<file path="config.mk">
export PLATFORM = sky130hd
export DESIGN_NAME = uart_link_top
export DESIGN_NICKNAME = d
export VERILOG_FILES = /design/src/common/uart_cfg_pkg.sv /design/src/common/uart_frame_pkg.sv /design/src/uart_tx/uart_tx.sv /design/src/uart_rx/uart_rx.sv /design/src/hdl/uart_link_top.sv
export SDC_FILE = /design/constraint.sdc
export NUM_CORES = 1
export LEC_CHECK = 0
export BUFFER_PORTS_ARGS = -buffer_cell sky130_fd_sc_hd__buf_2
export CAP_MARGIN = 40
export CORE_UTILIZATION = 25
export CTS_CLUSTER_SIZE = 24
export DETAILED_ROUTE_END_ITERATION = 8
export HOLD_SLACK_MARGIN = 0.06
export SKIP_LAST_GASP = 1
export SLEW_MARGIN = 20
export SYNTH_ARGS = -nofsm -noshare
export SYNTH_HDL_FRONTEND = slang
export SYNTH_SLANG_ARGS = --single-unit
</file>
<file path="constraint.sdc">
create_clock -name sys_clk -period 2.9 [get_ports sys_clk]
set_input_delay 0.29 -clock sys_clk [delete_from_list [all_inputs] [get_ports sys_clk]]
set_output_delay 0.29 -clock sys_clk [all_outputs]
set_load 0.1 [all_outputs]
</file>
<file path="src/common/uart_cfg_pkg.sv">
package uart_cfg_pkg;

	//**************************************************
	// clock and line rates
	//**************************************************

	localparam int unsigned clk_freq = 49152000;   // sys_clk in hz
	localparam int unsigned bps_fast = 9600;       // baud_fast
	localparam int unsigned bps_slow = 4800;       // baud_slow

	//**************************************************
	// derived bit timing
	//**************************************************

	// sys_clk cycles per bit, 5120 and 10240
	localparam int unsigned bit_cycles_fast = clk_freq / bps_fast;
	localparam int unsigned bit_cycles_slow = clk_freq / bps_slow;

	// bit period counter width, wide enough for the slow rate
	localparam int unsigned cnt_w = 16;

	// start + 8 data + stop
	localparam int unsigned frame_bits = 10;

endpackage

</file>
<file path="src/common/uart_frame_pkg.sv">
package uart_frame_pkg;

	//**************************************************
	// configuration
	//**************************************************

	// line rate select, shared by tx and rx
	typedef enum logic {
		baud_fast,          // 9600
		baud_slow           // 4800
	} baud_sel_e;

	//**************************************************
	// state machines
	//**************************************************

	typedef enum logic [1:0] {
		tx_idle,            // line high, waiting for tx_req
		tx_shift,           // start, data, stop bits on txd
		tx_hold             // tx_ack phase of handshake
	} tx_state_e;

	typedef enum logic [2:0] {
		rx_idle,            // waiting for falling edge
		rx_start,           // half bit, recheck start
		rx_data,            // 8 data bits at mid-bit
		rx_stop,            // stop bit sample
		rx_deliver          // hand off or drop
	} rx_state_e;

	//**************************************************
	// host side words
	//**************************************************

	typedef logic [7:0] uart_byte_t;

	typedef struct packed {
		uart_byte_t data;     // lsb received first
		logic framing_err;    // stop bit was low
		logic overrun;        // a frame was dropped before this one
	} rx_word_t;

endpackage

</file>
<file path="src/uart_tx/uart_tx.sv">
`timescale 1ns/10ps

module uart_tx
	import uart_cfg_pkg::*, uart_frame_pkg::*;
(
	input  logic       sys_clk,
	input  logic       master_rst,
	input  baud_sel_e  baud_sel,     // sampled at request
	input  logic       tx_req,       // host request, data held stable
	input  uart_byte_t tx_data,
	output logic       tx_ack,       // frame done
	output logic       txd           // serial out, idles high
);

	tx_state_e            state;
	baud_sel_e            baud_q;        // rate for the current frame
	uart_byte_t           data_q;        // latched word
	logic [cnt_w-1:0]     cnt;           // cycles within bit
	logic [3:0]           bit_idx;       // 0 start, 1..8 data, 9 stop
	logic [cnt_w-1:0]     bit_len;
	logic                 bit_end;
	logic                 start_go;
	logic [frame_bits-1:0] frame_vec;

	//**************************************************
	// bit timing
	//**************************************************

	assign bit_len = (baud_q == baud_fast) ? cnt_w'(bit_cycles_fast)
	                                       : cnt_w'(bit_cycles_slow);
	assign bit_end = (cnt == bit_len - 1'b1);     // last cycle of a bit

	// accepted only from idle, where tx_ack is already low
	assign start_go = (state == tx_idle) && tx_req;

	// frame laid out in send order, index = bit_idx
	assign frame_vec = {1'b1, data_q, 1'b0};

	// word buffer
	always_ff @(posedge sys_clk) begin
		if (start_go)
			data_q <= tx_data;
	end

	//**************************************************
	// control fsm and registered txd
	//**************************************************

	always_ff @(posedge sys_clk) begin
		if (master_rst) begin
			state   <= tx_idle;
			baud_q  <= baud_fast;
			cnt     <= '0;
			bit_idx <= '0;
			tx_ack  <= 1'b0;
			txd     <= 1'b1;              // line idle
		end else begin
			case (state)
				tx_idle: begin
					txd     <= 1'b1;
					cnt     <= '0;
					bit_idx <= '0;
					if (start_go) begin
						baud_q <= baud_sel;    // rate fixed for whole frame
						state  <= tx_shift;
					end
				end

				tx_shift: begin
					txd <= frame_vec[bit_idx];  // start bit shows one clock later
					if (bit_end) begin
						cnt <= '0;
						if (bit_idx == 4'(frame_bits - 1))
							state <= tx_hold;     // stop bit fully sent
						else
							bit_idx <= bit_idx + 4'd1;
					end else begin
						cnt <= cnt + 1'b1;
					end
				end

				tx_hold: begin
					txd <= 1'b1;                // back-pressure keeps line high
					if (!tx_ack) begin
						tx_ack <= 1'b1;         // 1 + 10 bit periods after request
					end else if (!tx_req) begin
						tx_ack <= 1'b0;         // host released, close handshake
						state  <= tx_idle;
					end
				end

				default: begin
					state <= tx_idle;
					txd   <= 1'b1;
				end
			endcase
		end
	end

endmodule

</file>
<file path="src/uart_rx/uart_rx.sv">
`timescale 1ns/10ps

module uart_rx
	import uart_cfg_pkg::*, uart_frame_pkg::*;
(
	input  logic      sys_clk,
	input  logic      master_rst,
	input  baud_sel_e baud_sel,      // sampled at start edge
	input  logic      rxd,           // async serial in
	output logic      rx_req,        // word ready
	input  logic      rx_ack,        // host took it
	output rx_word_t  rx_word        // held while rx_req high
);

	rx_state_e        state;
	baud_sel_e        baud_q;
	logic             rxd_meta;      // first sync stage
	logic             rxd_sync;      // second sync stage
	logic             rxd_prev;      // for edge detect
	logic             fall;
	logic [cnt_w-1:0] cnt;           // cycles since last sample point
	logic [2:0]       bit_idx;       // data bit 0..7
	logic [cnt_w-1:0] bit_len;
	logic             bit_end;
	logic             half_end;
	uart_byte_t       shift_q;       // data shifted in lsb first
	logic             stop_q;        // sampled stop level
	logic             overrun_q;     // dropped frame not yet reported
	logic             busy;
	logic             data_smp;
	logic             stop_smp;
	logic             deliver_go;

	//**************************************************
	// input synchronizer and start edge
	//**************************************************

	always_ff @(posedge sys_clk) begin
		if (master_rst) begin
			rxd_meta <= 1'b1;      // line idles high
			rxd_sync <= 1'b1;
			rxd_prev <= 1'b1;
		end else begin
			rxd_meta <= rxd;
			rxd_sync <= rxd_meta;
			rxd_prev <= rxd_sync;
		end
	end

	assign fall = rxd_prev & ~rxd_sync;

	//**************************************************
	// sample timing
	//**************************************************

	assign bit_len  = (baud_q == baud_fast) ? cnt_w'(bit_cycles_fast)
	                                        : cnt_w'(bit_cycles_slow);
	assign bit_end  = (cnt == bit_len - 1'b1);            // one bit after last sample
	assign half_end = (cnt == (bit_len >> 1) - 1'b1);     // middle of start bit

	// handshake still open until host drops rx_ack
	assign busy = rx_req | rx_ack;

	assign data_smp   = (state == rx_data) && bit_end;
	assign stop_smp   = (state == rx_stop) && bit_end;
	assign deliver_go = (state == rx_deliver) && !busy;

	// payload path
	always_ff @(posedge sys_clk) begin
		if (data_smp)
			shift_q <= {rxd_sync, shift_q[7:1]};   // lsb arrives first
		if (stop_smp)
			stop_q <= rxd_sync;
		if (deliver_go)
			rx_word <= '{data: shift_q, framing_err: ~stop_q, overrun: overrun_q};
	end

	//**************************************************
	// receive fsm and delivery handshake
	//**************************************************

	always_ff @(posedge sys_clk) begin
		if (master_rst) begin
			state     <= rx_idle;
			baud_q    <= baud_fast;
			cnt       <= '0;
			bit_idx   <= '0;
			rx_req    <= 1'b0;
			overrun_q <= 1'b0;
		end else begin
			if (rx_req && rx_ack)
				rx_req <= 1'b0;                  // host saw it

			case (state)
				rx_idle: begin
					cnt     <= '0;
					bit_idx <= '0;
					if (fall) begin
						baud_q <= baud_sel;
						state  <= rx_start;
					end
				end

				rx_start: begin
					if (half_end) begin
						cnt <= '0;
						// glitch if the line is back high
						state <= rxd_sync ? rx_idle : rx_data;
					end else begin
						cnt <= cnt + 1'b1;
					end
				end

				rx_data: begin
					if (bit_end) begin
						cnt <= '0;
						if (bit_idx == 3'(frame_bits - 3))
							state <= rx_stop;      // all 8 bits in
						else
							bit_idx <= bit_idx + 3'd1;
					end else begin
						cnt <= cnt + 1'b1;
					end
				end

				rx_stop: begin
					if (bit_end) begin
						cnt   <= '0;
						state <= rx_deliver;
					end else begin
						cnt <= cnt + 1'b1;
					end
				end

				rx_deliver: begin
					if (busy) begin
						overrun_q <= 1'b1;       // previous word still out, drop this one
					end else begin
						overrun_q <= 1'b0;       // reported with this word
						rx_req    <= 1'b1;
					end
					state <= rx_idle;            // half a stop bit left to catch next edge
				end

				default: state <= rx_idle;
			endcase
		end
	end

endmodule

</file>
<file path="src/hdl/uart_link_top.sv">
`timescale 1ns/10ps

module uart_link_top
	import uart_frame_pkg::*;
(
	input  logic       sys_clk,
	input  logic       master_rst,
	input  baud_sel_e  baud_sel,     // change only while idle

	// transmit handshake
	input  logic       tx_req,
	input  uart_byte_t tx_data,
	output logic       tx_ack,

	// serial pins
	output logic       txd,
	input  logic       rxd,

	// receive handshake
	output logic       rx_req,
	input  logic       rx_ack,
	output rx_word_t   rx_word
);

	// transmitter
	uart_tx u_tx (
		.sys_clk    (sys_clk),
		.master_rst (master_rst),
		.baud_sel   (baud_sel),
		.tx_req     (tx_req),
		.tx_data    (tx_data),
		.tx_ack     (tx_ack),
		.txd        (txd)
	);

	// receiver, same rate
	uart_rx u_rx (
		.sys_clk    (sys_clk),
		.master_rst (master_rst),
		.baud_sel   (baud_sel),
		.rxd        (rxd),
		.rx_req     (rx_req),
		.rx_ack     (rx_ack),
		.rx_word    (rx_word)
	);

endmodule

</file>
==> results.md <==
- Status: complete, no violations
- DR vias: 2746
- FF-to-FF path depth: 8
- Most frequent cells in the layout: dfxtp_1, nor2_1, edfxtp_1
- Worst setup margin: 0.5343 ns
- Period utilization: 0.8158
- Worst-margin pin slew: 0.6046 ns
- CTS tree: built
- Cell count along the critical path: 8
- Commonest non-fill, non-tap cell in the layout: dfxtp_1
- Post-Syn Area: approximately 0.0036 mm^2
- Register area share after synthesis: 0.5213
- VDD IR max: a little under 400 uV
- Port bufs: 26
- Max clock buf depth: 2
- Global-route wire length before repair: 12.14 mm
- Worst EP arrival: 2.59 ns
- Power Density: 539.9 mW/mm^2
- Share of cells above drive strength 1: 0.1568
- CP max stage delay: 0.47 ns
- GP Congestion: 0.7629
- Cell count after synthesis: 355
- GRT Util Overall: 0.1039
- Iteration count of the initial detailed-routing pass: 4
- Synth area leaders: dfxtp_1, edfxtp_1, nor2_1
- Syn nets: 375
- Ys Warns: 0
- Final ANT Viol Nets: 0
- WP buf/inv: 1
- DR WL/cell: 12.19 um
- Cell taking the most area after synthesis: dfxtp_1
- Worst Setup Start Kind: flip-flop
- Pins over their slew limit: 0
- Max Freq: 422.7 MHz
- GR Overflow Total: 0
- CP max FO: 11
- CTS root buf: clkbuf_16
- Slowest CP cell: or3_1
- Die Y: 121.9 um
- Hold crit path type: in -> reg
- Remaining DRCs: 0
- Via/cell ratio: 4.826
- Vias in the first global route: 2640
- Core area: ~0.014 mm^2
- Maxcap violations: 0
- Post-CTS setup buffers: 0
- CP cell instances: ha_1 -> nand3_1 -> or3_1 -> o21ai_2 -> and2_1 -> nor3_2 -> buf_4 -> a22o_1
- Initial antenna violation count: 0
- Largest net degree at the start of global routing: 32
- Worst-skew pair later-pin latency: 0.33 ns
- Iter 0 DRT Violations: 129
- Die Span X: between 100 and 150 um
- H-tree depth: 3
- Row count: 43
- WS Path Type: reg -> reg
- Sink Count: 80
- Leakage: 1.506 nW
- Max Clock Skew: between 0.006 and 0.007 ns
- Initial Util: 0.2577
- NumNets Final: 404
- Delay-heaviest family, CP: simple AND/OR/NAND/NOR gates
- Asr flop ratio synth: 0
- TNS Setup: 0 ns
- Num ports: 27
- Distinct cells, synth: 55
- Avg Cell Area, Syn: 10.12 um^2
- Post-synth EDFFs: 27
- Clk slew on worst S/H paths: 0.06 ns
- Final Hold Viols: 0
- Diode count: 0
- Die ar.: 0.01485 mm^2
- RSZ-0062 raised after global routing: no
- Post-CTS sizing: 0
- Max-slew headroom: 0.5927
- Final setup viols: 0
- Hold depth: 1
- Period minus WS final: ~2.4 ns
- Total CTS buffers: 9
- # hold bufs at CTS: 0
- Dpl ws: 0.5405 ns
- Area delta synth->final: 16.72%
- Final WL: 6.934 mm
- Required @ worst endpoint: 3.12 ns
- HPWL after DPL: 4.885 mm
- Area share of the largest cell type after synthesis: 0.2955
- Critical Path End Type: flip-flop
- Top_reg_cell synth: dfxtp_1
- Yosys reg bits: 80
worst reg2reg max path: cells and delay by family, from the launching register on:
family / cells / cell delay [ns]
and+or+nand+nor: 4 / 1.05
DFF: 1 / 0.38
AOI/OAI and AO/OA: 2 / 0.39
buffers and inverters: 1 / 0.22
adders and majority gates: 1 / 0.22
report_power, final:
part,internal (mW),leakage (nW),switching (mW)
Clock,0.592,0.128,0.417
Combinational,0.0298,0.703,0.0446
Sequential,1.17,0.675,0.0109
Total,1.79,1.51,0.472
final timing paths:
check / startpoint / endpoint / slack [ns]
min reg2reg: u_rx.rxd_meta / u_rx.rxd_sync / 0.41
max: u_rx.cnt[0] / u_rx.cnt[4] / 0.53
min: tx_data[1] / u_tx.data_q[1] / 0.13
max reg2reg: u_rx.cnt[0] / u_rx.cnt[4] / 0.53
sequential cells by signal (all words and copies together) (netlist names), 2 cells and up:
register / count
u_rx.cnt: 16
u_tx.cnt: 16
u_rx.rx_word: 10
u_rx.shift_q: 8
u_tx.data_q: 8
u_tx.bit_idx: 4
u_rx.bit_idx: 3
u_rx.state: 3
u_tx.state: 2
cell type report:
type | instances | area, um^2
Clock buffer | 11 | 242.7
Fill cell | 1454 | 9743
Multi-Input combinational cell | 252 | 1608
Clock inverter | 5 | 23.77
Inverter | 6 | 22.52
Sequential cell | 80 | 1872
Timing Repair Buffer | 35 | 197.7
Tap cell | 180 | 225.2
metrics by stage:
step | utilization | power [mW] | instance area [um^2] | hold slack (ns) | std cells
finish | 0.3008 | 2.263 | 4192 | 0.1282 | 569
global placement | 0.2811 | 1.276 | 3918 | 0.3953 | 552
detailed placement | 0.2817 | 1.279 | 3925 | 0.4014 | 553
CTS | 0.3008 | 2.292 | 4192 | 0.1185 | 569
floorplan | - | 1.252 | 3591 | 0.3668 | 355
global route | 0.3008 | 2.352 | 4192 | 0.1152 | 569
per-layer routing:
layer	wire length (um)	vias up	global-route usage	part of all wire
met3	332	7	0.04167	0.048
li1	-	1395	-	-
met1	3268	1299	0.1239	0.47
met5	0	-	0	0
met2	3250	45	0.1709	0.47
met4	82	0	0.03009	0.012
kinds of logic after synthesis:
| logic type | count (synthesis) | synth area share |
|---|---|---|
| buf+inv | 23 | 0.03101 |
| xor+xnor | 3 | 0.007318 |
| flops | 80 | 0.5213 |
| simple gates | 151 | 0.2314 |
| fa+ha+maj | 6 | 0.02091 |
| mux | 7 | 0.02334 |
| compound gates | 85 | 0.1648 |
Yosys cell counts, types with 6 or more instances:
cell       n
a21oi_1   18
a22o_1    16
a31oi_1    6
and3_1    11
clkbuf_1  10
dfxtp_1   53
edfxtp_1  27
ha_1       6
inv_1      6
nand2_1   16
nand3_1   12
nor2_1    38
nor2b_1   10
nor3_1    23
o21ai_0    9
o31ai_1   16
(Power assumes the default switching activity.)
